--- src/common/ctl_defines.svh ---
`ifndef CTL_DEFINES_SVH
`define CTL_DEFINES_SVH

// Microword magic number field
`define CTL_MAGIC_W 9

// Diagnostic function code, octal 1+3+3 bits
`define CTL_DS_W 7

// Diagnostic bus readback word
`define CTL_SLICE_W 5

`endif

--- src/common/ctlCramPkg.sv ---
`default_nettype none

package ctlCramPkg;

  // Dispatch field, octal codes
  typedef enum logic [4:0] {
    dispNone   = 5'o00,
    dispAread  = 5'o02,
    dispReturn = 5'o03,
    dispNicond = 5'o06,
    dispMul    = 5'o30,
    dispDiv    = 5'o31,
    dispNorm   = 5'o35,
    dispEaMod  = 5'o36
  } dispCodeT;

  // Special function field
  typedef enum logic [4:0] {
    specNone        = 5'o00,
    specInhCry18    = 5'o11,
    specMqShift     = 5'o12,
    specLoadPc      = 5'o15,
    specGenCry18    = 5'o17,
    specStackUpdate = 5'o20,
    specArlInd      = 5'o22,
    specSaveFlags   = 5'o25,
    specAdLong      = 5'o27
  } specCodeT;

  // Low three bits of the condition field
  typedef enum logic [2:0] {
    condNone     = 3'd0,
    condArllLoad = 3'd1,
    condArlrLoad = 3'd2,
    condArrLoad  = 3'd3,
    condArClr    = 3'd4,
    condArxClr   = 3'd5,
    condArlInd   = 3'd6,
    condRegCtl   = 3'd7
  } condCodeT;

endpackage

`default_nettype wire

--- src/common/ctlDiagPkg.sv ---
`default_nettype none
`include "ctl_defines.svh"

package ctlDiagPkg;

  // Function code as octal digits, e.g. 076 or 10x
  typedef struct packed {
    logic       hi;
    logic [2:0] mid;
    logic [2:0] lo;
  } diagFuncT;

  // Bit 0 is the leftmost bus bit
  typedef logic [0:`CTL_SLICE_W-1] sliceT;

  typedef logic [2:0] readSelT;

  // Loaded by function 076
  typedef struct packed {
    logic memReset;
    logic channelClkStop;
    logic ldEbusReg;
    logic forceExtend;
    logic diag4;
  } diagCtlRegT;

endpackage

`default_nettype wire

--- src/microDecode/microDecode.sv ---
`timescale 1ns/1ps
`default_nettype none
`include "ctl_defines.svh"

module microDecode (
  input  wire logic                    CTL,
  input  wire logic                    reset,
  input  wire ctlCramPkg::dispCodeT    disp,
  input  wire ctlCramPkg::specCodeT    spec,
  input  wire ctlCramPkg::condCodeT    cond,
  input  wire logic                    condEn,
  input  wire logic [`CTL_MAGIC_W-1:0] magic,
  input  wire logic [2:0]              arField,
  input  wire logic [2:0]              arxField,
  input  wire logic                    mqField,
  input  wire logic                    shortStack,
  input  wire logic                    ea18Bit,
  input  wire logic                    ea23Bit,
  input  wire logic                    arx18,
  input  wire logic                    sbrCall,
  output logic [2:0]                   arlSel,
  output logic [1:0]                   arrSel,
  output logic [1:0]                   arxSel,
  output logic                         ar00to08Load,
  output logic                         ar09to17Load,
  output logic                         arrLoad,
  output logic                         arxLoad,
  output logic                         ar00to11Clr,
  output logic                         ar12to17Clr,
  output logic [1:0]                   mqSel,
  output logic [1:0]                   mqmSel,
  output logic                         adLong,
  output logic                         genCry18,
  output logic                         loadPc,
  output logic                         dispRet,
  output logic [2:0]                   regCtl
);
  import ctlCramPkg::*;

  logic [7:0] condHit;
  logic       isAread;
  logic       isReturn;
  logic       isMul;
  logic       isDiv;
  logic       isNorm;
  logic       isEaMod;
  logic       isNicond;
  logic       isMqShift;
  logic       isLoadPc;
  logic       isGenCry18;
  logic       isStackUpdate;
  logic       isAdLong;
  logic       arlInd;
  logic [2:0] regCtlNext;
  logic       regCtlMqClr;
  logic       regCtlMqMath;
  logic [2:0] arlSelNext;
  logic [1:0] arrSelNext;
  logic       arClr;
  logic       arxClr;
  logic       mqClr;
  logic       clrRight;
  logic       clrLeft;
  logic       leftLoad;
  logic       mqmEn;
  logic       mqResetTerm;
  logic       mqMathTerm;

  // One-hot condition, gated by the condition enable
  assign condHit = condEn ? (8'b1 << cond) : 8'b0;

  assign isAread  = (disp == dispAread);
  assign isReturn = (disp == dispReturn);
  assign isMul    = (disp == dispMul);
  assign isDiv    = (disp == dispDiv);
  assign isNorm   = (disp == dispNorm);
  assign isEaMod  = (disp == dispEaMod);
  assign isNicond = (disp == dispNicond);

  assign isMqShift     = (spec == specMqShift);
  assign isLoadPc      = (spec == specLoadPc);
  assign isGenCry18    = (spec == specGenCry18);
  assign isStackUpdate = (spec == specStackUpdate);
  assign isAdLong      = (spec == specAdLong);

  assign regCtlNext   = magic[8:6] & {3{condHit[condRegCtl]}};
  assign regCtlMqClr  = magic[1] & condHit[condRegCtl];
  assign regCtlMqMath = magic[0] & condHit[condRegCtl];

  // Indirect mode takes selects and clears from magic
  assign arlInd     = (spec == specArlInd) | condHit[condArlInd];
  assign arlSelNext = arlInd ? magic[8:6] : arField;
  assign arClr      = arlInd ? magic[4] : condHit[condArClr];
  assign arxClr     = arlInd ? magic[5] : condHit[condArxClr];
  assign mqClr      = arlInd & magic[3];

  assign arrSelNext = {arField[1] | isAread, arField[0]};

  assign clrRight = reset | ea18Bit | arClr | (isEaMod & arx18);
  assign clrLeft  = clrRight | ea23Bit;
  assign leftLoad = clrLeft | (|arlSelNext);

  // MQ mux vs MQM mux steering
  assign mqmEn       = mqField | reset;
  assign mqResetTerm = reset | regCtlMqClr | mqClr;
  assign mqMathTerm  = mqClr | regCtlMqMath | isMqShift | isMul | isDiv;

  always_ff @(posedge CTL) begin
    if (reset) begin
      arlSel       <= '0;
      arrSel       <= '0;
      arxSel       <= '0;
      ar00to08Load <= 1'b0;
      ar09to17Load <= 1'b0;
      arrLoad      <= 1'b0;
      arxLoad      <= 1'b0;
      ar00to11Clr  <= 1'b0;
      ar12to17Clr  <= 1'b0;
      mqSel        <= '0;
      mqmSel       <= '0;
      adLong       <= 1'b0;
      genCry18     <= 1'b0;
      loadPc       <= 1'b0;
      dispRet      <= 1'b0;
      regCtl       <= '0;
    end else begin
      arlSel       <= arlSelNext;
      arrSel       <= arrSelNext;
      arxSel       <= arxField[1:0];
      ar00to08Load <= condHit[condArllLoad] | regCtlNext[2] | leftLoad;
      ar09to17Load <= condHit[condArlrLoad] | regCtlNext[1] | leftLoad;
      arrLoad      <= condHit[condArrLoad] | regCtlNext[0] | (|arrSelNext) | arClr;
      arxLoad      <= arxField[2] | (|arxField[1:0]) | arxClr;
      ar00to11Clr  <= clrLeft;
      ar12to17Clr  <= clrRight;
      mqSel        <= {~mqmEn & mqResetTerm, ~mqmEn & mqMathTerm};
      mqmSel       <= {mqmEn & mqResetTerm, mqmEn & mqMathTerm};
      adLong       <= isMul | isDiv | isNorm | isAdLong | isMqShift;
      genCry18     <= isGenCry18 | (isStackUpdate & shortStack);
      loadPc       <= ~sbrCall & (isLoadPc | isNicond);
      dispRet      <= sbrCall & isReturn;
      regCtl       <= regCtlNext;
    end
  end

endmodule

`default_nettype wire

--- src/diagDecode/diagDecode.sv ---
`timescale 1ns/1ps
`default_nettype none
`include "ctl_defines.svh"

module diagDecode (
  input  wire logic                    CTL,
  input  wire logic                    reset,
  input  wire ctlDiagPkg::diagFuncT    ebusDs,
  input  wire logic                    diagStrobe,
  input  wire logic [`CTL_MAGIC_W-1:0] magic,
  input  wire logic                    condDiagFunc,
  input  wire ctlDiagPkg::sliceT       ebusDataIn,
  output logic                         diagRead,
  output ctlDiagPkg::readSelT          readSel,
  output ctlDiagPkg::diagCtlRegT       diagCtl,
  output logic                         channelClkStop,
  output logic [2:0]                   diagFunc
);
  import ctlDiagPkg::*;

  logic     consoleCtl;
  diagFuncT selFunc;
  logic     selStrobe;
  logic     load076;
  logic     read10x;

  // Console owns the code when either top bit is set
  assign consoleCtl = ebusDs.hi | ebusDs.mid[2];

  // Otherwise the microword's magic field supplies it
  assign selFunc   = consoleCtl ? ebusDs : diagFuncT'(magic[`CTL_DS_W-1:0]);
  assign selStrobe = consoleCtl ? diagStrobe : condDiagFunc;

  // Load 076 only ever comes from the console
  assign load076 = diagStrobe && (ebusDs == 7'o076);

  // Read 10x from either source
  assign read10x = selStrobe && selFunc.hi && (selFunc.mid == 3'o0);

  always_ff @(posedge CTL) begin
    if (reset) begin
      diagRead <= 1'b0;
      readSel  <= '0;
      diagFunc <= '0;
    end else begin
      diagRead <= read10x;
      diagFunc <= selFunc.lo;
      if (read10x) begin
        readSel <= selFunc.lo;
      end
    end
  end

  // Diagnostic control register
  always_ff @(posedge CTL) begin
    if (reset) begin
      diagCtl <= '0;
    end else if (load076) begin
      diagCtl <= diagCtlRegT'(ebusDataIn);
    end
  end

  assign channelClkStop = diagCtl.channelClkStop;

endmodule

`default_nettype wire

--- src/source/ebusReadback.sv ---
`timescale 1ns/1ps
`default_nettype none

module ebusReadback (
  input  wire logic                   CTL,
  input  wire logic                   reset,
  input  wire logic                   diagRead,
  input  wire ctlDiagPkg::readSelT    readSel,
  input  wire logic [2:0]             arlSel,
  input  wire logic [1:0]             arrSel,
  input  wire logic [1:0]             arxSel,
  input  wire logic                   ar00to08Load,
  input  wire logic                   ar09to17Load,
  input  wire logic                   arrLoad,
  input  wire logic                   arxLoad,
  input  wire logic                   ar00to11Clr,
  input  wire logic                   ar12to17Clr,
  input  wire logic [1:0]             mqSel,
  input  wire logic [1:0]             mqmSel,
  input  wire logic                   adLong,
  input  wire logic                   genCry18,
  input  wire logic                   loadPc,
  input  wire logic                   dispRet,
  input  wire logic [2:0]             regCtl,
  input  wire ctlDiagPkg::diagCtlRegT diagCtl,
  output logic                        ebusDriving,
  output ctlDiagPkg::sliceT           ebusData
);
  import ctlDiagPkg::*;

  sliceT slice;

  // Bus stays zero unless a 10x read is active
  always_comb begin
    slice = '0;
    if (diagRead) begin
      case (readSel)
        3'd0:    slice = {dispRet, genCry18, arlSel[1], arrLoad, ar00to08Load};
        3'd1:    slice = {loadPc, adLong, arlSel[0], arrLoad, ar09to17Load};
        3'd2:    slice = {regCtl[2], mqmSel[1], arrSel[1], arxLoad, arlSel[2]};
        3'd3:    slice = {regCtl[1], mqmSel[0], arrSel[0], mqSel[1], ar00to11Clr};
        3'd4:    slice = {regCtl[0], mqSel[0], arxSel[1], arxSel[0], ar12to17Clr};
        default: slice = sliceT'(diagCtl);
      endcase
    end
  end

  always_ff @(posedge CTL) begin
    if (reset) begin
      ebusDriving <= 1'b0;
      ebusData    <= '0;
    end else begin
      ebusDriving <= diagRead;
      ebusData    <= slice;
    end
  end

endmodule

`default_nettype wire

--- src/source/ctlTop.sv ---
`timescale 1ns/1ps
`default_nettype none
`include "ctl_defines.svh"

module ctlTop (
  input  wire logic                    CTL,
  input  wire logic                    reset,
  input  wire ctlCramPkg::dispCodeT    disp,
  input  wire ctlCramPkg::specCodeT    spec,
  input  wire ctlCramPkg::condCodeT    cond,
  input  wire logic                    condEn,
  input  wire logic [`CTL_MAGIC_W-1:0] magic,
  input  wire logic [2:0]              arField,
  input  wire logic [2:0]              arxField,
  input  wire logic                    mqField,
  input  wire logic                    shortStack,
  input  wire logic                    ea18Bit,
  input  wire logic                    ea23Bit,
  input  wire logic                    arx18,
  input  wire logic                    sbrCall,
  input  wire logic                    condDiagFunc,
  input  wire ctlDiagPkg::diagFuncT    ebusDs,
  input  wire logic                    diagStrobe,
  input  wire ctlDiagPkg::sliceT       ebusDataIn,
  output logic [2:0]                   arlSel,
  output logic [1:0]                   arrSel,
  output logic [1:0]                   arxSel,
  output logic                         ar00to08Load,
  output logic                         ar09to17Load,
  output logic                         arrLoad,
  output logic                         arxLoad,
  output logic                         ar00to11Clr,
  output logic                         ar12to17Clr,
  output logic [1:0]                   mqSel,
  output logic [1:0]                   mqmSel,
  output logic                         adLong,
  output logic                         genCry18,
  output logic                         loadPc,
  output logic                         dispRet,
  output logic [2:0]                   regCtl,
  output ctlDiagPkg::diagCtlRegT       diagCtl,
  output logic                         channelClkStop,
  output logic [2:0]                   diag,
  output logic                         ebusDriving,
  output ctlDiagPkg::sliceT            ebusData
);
  import ctlDiagPkg::*;

  logic    diagRead;
  readSelT readSel;

  microDecode microDec (.*);

  diagDecode diagDec (
    .CTL            (CTL),
    .reset          (reset),
    .ebusDs         (ebusDs),
    .diagStrobe     (diagStrobe),
    .magic          (magic),
    .condDiagFunc   (condDiagFunc),
    .ebusDataIn     (ebusDataIn),
    .diagRead       (diagRead),
    .readSel        (readSel),
    .diagCtl        (diagCtl),
    .channelClkStop (channelClkStop),
    .diagFunc       (diag)
  );

  // Control state back onto the diagnostic bus
  ebusReadback readback (.*);

endmodule

`default_nettype wire

--- config.mk ---
export PLATFORM = sky130hd
export DESIGN_NAME = ctlTop
export DESIGN_NICKNAME = d
export VERILOG_FILES = /design/src/common/ctlCramPkg.sv /design/src/common/ctlDiagPkg.sv /design/src/microDecode/microDecode.sv /design/src/diagDecode/diagDecode.sv /design/src/source/ebusReadback.sv /design/src/source/ctlTop.sv
export VERILOG_INCLUDE_DIRS = /design/src /design/src/common
export SDC_FILE = /design/constraint.sdc
export NUM_CORES = 1
export LEC_CHECK = 0
export ABC_AREA = 1
export BUFFER_PORTS_ARGS = -buffer_cell sky130_fd_sc_hd__clkbuf_2
export CORE_MARGIN = 10
export CORE_UTILIZATION = 41
export CTS_CLUSTER_SIZE = 28
export DETAILED_ROUTE_END_ITERATION = 7
export PLACE_DENSITY_LB_ADDON = 0.08
export SYNTH_ARGS = -nofsm -noshare
export SYNTH_HDL_FRONTEND = slang
export SYNTH_SLANG_ARGS = --single-unit
--- constraint.sdc ---
create_clock -name CTL -period 1.2 [get_ports CTL]
set_input_delay 0.12 -clock CTL [delete_from_list [all_inputs] [get_ports CTL]]
set_output_delay 0.12 -clock CTL [all_outputs]
set_load 0.05 [all_outputs]
# Word level (Yosys, flattened, before mapping)
# Index checks and enable logic that the tools add are counted.
[totals]
input_bits = 51
word_cells = 106
out_inout_bits = 39
ff_bits = 42
[classes]
shifts = 1
n_eq_ne = 18
reduce_logical = 9
n_mux = 7
n_bitwise = 45
[op_table]
columns = ["op", "n"]
rows = [
  ["5-bit == test, second input constant", 7],
  ["1-bit bitwise OR", 30],
  ["5-bit case mux with 5 select lines", 1],
  ["5-bit by 4-bit == test with 1-bit output, second input constant", 3],
  ["1-bit bitwise AND", 11],
  ["5-bit by 2-bit == test with 1-bit output, second input constant", 2],
  ["8-bit 2-to-1 mux", 1],
  ["1-bit by 3-bit << shifter with 8-bit output, first input constant", 1],
  ["7-bit by 6-bit == test with 1-bit output, second input constant", 1],
  ["7-bit 2-to-1 mux", 1],
  ["3-bit by 2-bit == test with 1-bit output, second input constant", 2],
  ["3-bit logical NOT", 2],
  ["2-bit OR reduction", 3],
  ["5-bit by 3-bit == test with 1-bit output, second input constant", 1],
  ["3-bit bitwise AND", 1],
  ["3-bit by 1-bit == test with 1-bit output, second input constant", 1],
  ["3-bit == test, second input constant", 1],
  ["1-bit logical AND", 3],
  ["1-bit 2-to-1 mux", 3],
  ["3-bit 2-to-1 mux", 1],
  ["1-bit inverter", 3],
  ["3-bit OR reduction", 1],
]

# Logic depth before layout (Yosys ltp)
[depth]
word_depth = 9
mapped_depth = 11
mapped_depth_nobuf = 11

# Cells and area by module
# From an unflattened synthesis, not the netlist that was laid out.
[hier_totals]
cells_unflattened = 302
hier_area_um2 = 2083.2
[modules_own_cells]
columns = ["mod", "area_per_inst_um2", "n_inst", "seq_area_each_um2", "cells_per_inst"]
rows = [
  ["microDecode", 1066.0, 1, 480.5, 143],
  ["diagDecode", 561.8, 1, 240.2, 88],
  ["ebusReadback", 455.4, 1, 120.1, 71],
]

# Worst setup path after synthesis
# No wires, ideal clock.
[synth_path]
path_kind = "reg-to-reg"
startpoint = "register diagDec.readSel[0]"
endpoint = "register readback.ebusData[1]"
required_time_ns = 1.066
setup_ns = 0.134
setup_slack_ns = 0.046
path_stages_with_launch = 6
period_less_slack_ns = 1.154
arrival_time_ns = 1.020
path_buffers = 0
cell_sequence = "dfxtp_1 -> nor2_1 -> nor2_1 -> inv_1 -> o21ai_0 -> a41oi_1"
[synth_via]
elab_chain_len = 2
word_cells_on_any_way = 6
classes_between = "eq/ne (4); mux (1); reduce/logical (1)"
[synth_rtl]
columns = ["item", "line", "rtl"]
rows = [
  ["start: declaration", "diagDecode.sv:14", "output ctlDiagPkg::readSelT readSel,"],
  ["start signal: assignment", "diagDecode.sv:49", "readSel <= selFunc.lo;"],
  ["3-bit == test, or another cell as far along", "ebusReadback.sv:37", "case (readSel)"],
  ["5-bit case mux with 5 select lines *", "ebusReadback.sv:37", ""],
  ["end signal: assignment", "ebusReadback.sv:54", "ebusData <= slice;"],
  ["end: declaration", "ebusReadback.sv:27", "output ctlDiagPkg::sliceT ebusData"],
]
# Every way passes the cells marked *; elsewhere a longest branch is shown, timed or not.
# A chain may end at the register's enable or synchronous reset.

# Final worst setup path
[layout_path]
startpoint = "register diagDec.readSel[2]"
endpoint = "register readback.ebusData[4]"
# Same word-level chain as after synthesis.

==> qor.yml <==
outcome: "completed"
grt_pass1_vias: 2105
dr_total_vias: 2092
slew_viol_final: 0
crit_end: "readback.ebusData[4]$_SDFF_PP0_"
start_util_pct: 43.0
hpwlAfterDp_um: 5110
nets: 424
hp-start: "sbrCall"
fp-row-count: 24
critPathLaunch: "diagDec.readSel[2]$_SDFFE_PP0P_"
synth_largest_area_cell: "dfxtp_1"
synthTopCellsByArea: "dfxtp_1 44%, nor2_1 7.7%, nand2_1 7.3%"
fmax_mhz: 885
crit_fanout: 8
remaining_drc_errors: 0
synthesis.area_mm2: 0.00191
layout_common_cells: "89 x clkbuf_2, 39 x dfxtp_1, 37 x nor2_1, 37 x nand2_1, 34 x inv_1"
antenna_found_initial: 0
clockBufferDepth: 2
syn_area_per_cell_um2: 7.21
ys_types: 28
cts_made_buffers: 5
worstSkewPairLatency_ns: 0.29
rr_startpoint: "diagDec.readSel[2]$_SDFFE_PP0P_"
multi_input_area_um2: 935
placedCellCount: 418
die_y_um: 88.2
crit_path_end_kind: "flop"
worstPathRequired_ns: 1.37
setup_viol: 0
worst_pin_slew_ns: 0.290
tritoncts: "built"
routedWlPerCell_um: 14.3
cp.depth: 5
r2r-end: "readback.ebusData[4]$_SDFF_PP0_"
firstDrtPassIters: 4
arrival_ns: 1.30
r2r_slack_ns: 0.07
die_w_um: 88.2
final_common_cell: "clkbuf_2"
critPathBufInv: 1
critPathKind: "reg2reg"
p_per_area_mw_per_mm2: 1110
min_period_ns: 1.13
hp-class: "in2reg"
clk_pin_slew_worst_paths_ns: 0.07
grtUsageMet1_pct: 18.1
drt_wl_total_um: 6060
ys_ff_latch: 42
final_cell_count_no_fill: 424
vdd_drop_max_mv: 0.481
num_io_pins: 90
rr_worst_depth: 5
post-route-util_pct: 59.6
max_slew_margin_pct: 80.6
grtUsageTotal_pct: 15.5
syn-instance-count: 265
yosys_warnings: 0
setup_slack_ns: 0.0700
post_drt_via_cell_ratio: 4.93
use_met2_pct: 25.5
core_mm2: 0.00444
grt_overflow: 0
cts_sinks: 42
drtIter0Drc: 101
clock_skew_ns: 0.00230
syn_nets: 316
n_antenna_cell: 0
die-area_mm2: 0.00779
met3_usage_pct: 4.87
grt_busiest_layer: "met2"
yosys.area.top_type_share_pct: 44.0
grt_max_degree: 17
cts_root_buffer: "clkbuf_8"
ys_seq_area_share_pct: 44.0
numPortBuffers: 89
cpLargestDelayFamily: "flip-flops"
post_cts_buffers: 0
grt_pass1_wl_um: 9620
cp_slowest_stage_delay_ns: 0.36
post-place-ws_ns: -0.0346
maxCapViolCount: 0
slowest_stage: "dfxtp_2"
hold_violations: 0
worstSetupStartpointType: "flop"
final-seq-area_um2: 850
n_fill_cell: 422
leakage_nw: 1.34
detail-route-antenna-nets: 0
syn_to_final_growth_pct: 38.8
drive_gt1_share_pct: 37.9
cts.htree.levels: 2
period_share_pct: 94.2
path_cells: "inv_4 -> nand3_1 -> nor2_1 -> a211oi_2 -> a21oi_1"
gp_congestion: 0.880
==> report_power, final <==
group          total (mW)  internal (mW)  leakage, nW  switching [mW]
Combinational       0.600          0.197        0.949           0.403
Sequential           1.48           1.45        0.346          0.0354
Clock               0.874          0.443       0.0431           0.431
==> layout make-up <==
class | instances | share of cell area (%)
Timing Repair Buffer | 105 | 21.3
Multi-Input combinational cell | 179 | 35.3
Sequential cell | 42 | 32.1
Tap cell | 52 | 2.46
Inverter | 40 | 5.76
Clock buffer | 6 | 3.12
==> synth_stat cells (all sizes together) <==
library cell,count
nand3,21
dfxtp,42
nand3b,1
nor4,1
clkbuf,2
nand2,43
buf,2
nor3,17
mux2i,1
nor2,44
a31oi,2
inv,40
a41oi,1
o21ai,15
a32oi,3
or2,2
a21oi,15
a211oi,4
nor3b,1
nand4,8
==> metrics by stage <==
step	hold slack [ns]	cell area, um2	setup TNS, ns	total power [mW]
after floorplan	0.196	1910	0	1.86
after detailed placement	0.316	2510	-0.188	2.10
final	0.00828	2650	0	2.95
after global routing	0.00917	2650	-0.00116	3.11
after CTS	0.00609	2600	0	2.97
after global placement	0.318	2510	-0.0130	2.10
==> worst min-delay path by stage <==
stage | to | cells past startpoint | slack [ns]
floorplan | microDec.regCtl[2]$_SDFF_PP0_ | 1 | 0.20
global placement | microDec.loadPc$_SDFF_PP0_ | 2 | 0.32
detailed placement | microDec.loadPc$_SDFF_PP0_ | 2 | 0.32
CTS | microDec.loadPc$_SDFF_PP0_ | 2 | 0.006
global route | microDec.loadPc$_SDFF_PP0_ | 2 | 0.009
finish | microDec.loadPc$_SDFF_PP0_ | 2 | 0.008
==> per-layer routing <==
layer	up-vias	wire, um	part of all wire (%)
li1	1089	-	-
met1	917	2660	44
met2	77	2710	45
met3	9	551	9.1
met4	0	133	2.2
met5	-	0	0
==> repair_timing <==
action	4_1_cts	5_1_grt
pin swaps	0	0
setup endpoints to repair	5	5
resized for setup	4	14
hold buffers	0	0
gates cloned	0	0
==> worst register-to-register path, delay by kind of cell (launching register included) <==
kind	cells	cell delay [ns]
DFF	1	0.36
and+or+nand+nor	2	0.28
buffers and inverters	1	0.06
AOI/OAI and AO/OA	2	0.32
==> sequential cells by signal, indices dropped and copies added (netlist names), 3 cells and up <==
name,count
diagDec.readSel,3
microDec.arlSel,3
diagDec.diagCtl,4
diagDec.diagFunc,3
microDec.regCtl,3
readback.ebusData,5
==> cell families (layout without fill, tap and decap cells) <==
family                 after synthesis  in the layout  synth area share (%)
AO/OA/AOI/OAI                       40             40                  12.1
buffers and inverters               44            151                  9.24
flip-flops                          42             42                  44.0
multiplexers                         1              1                 0.524
AND/OR/NAND/NOR                    138            138                  34.1
Power figures use the tool's default switching activity.
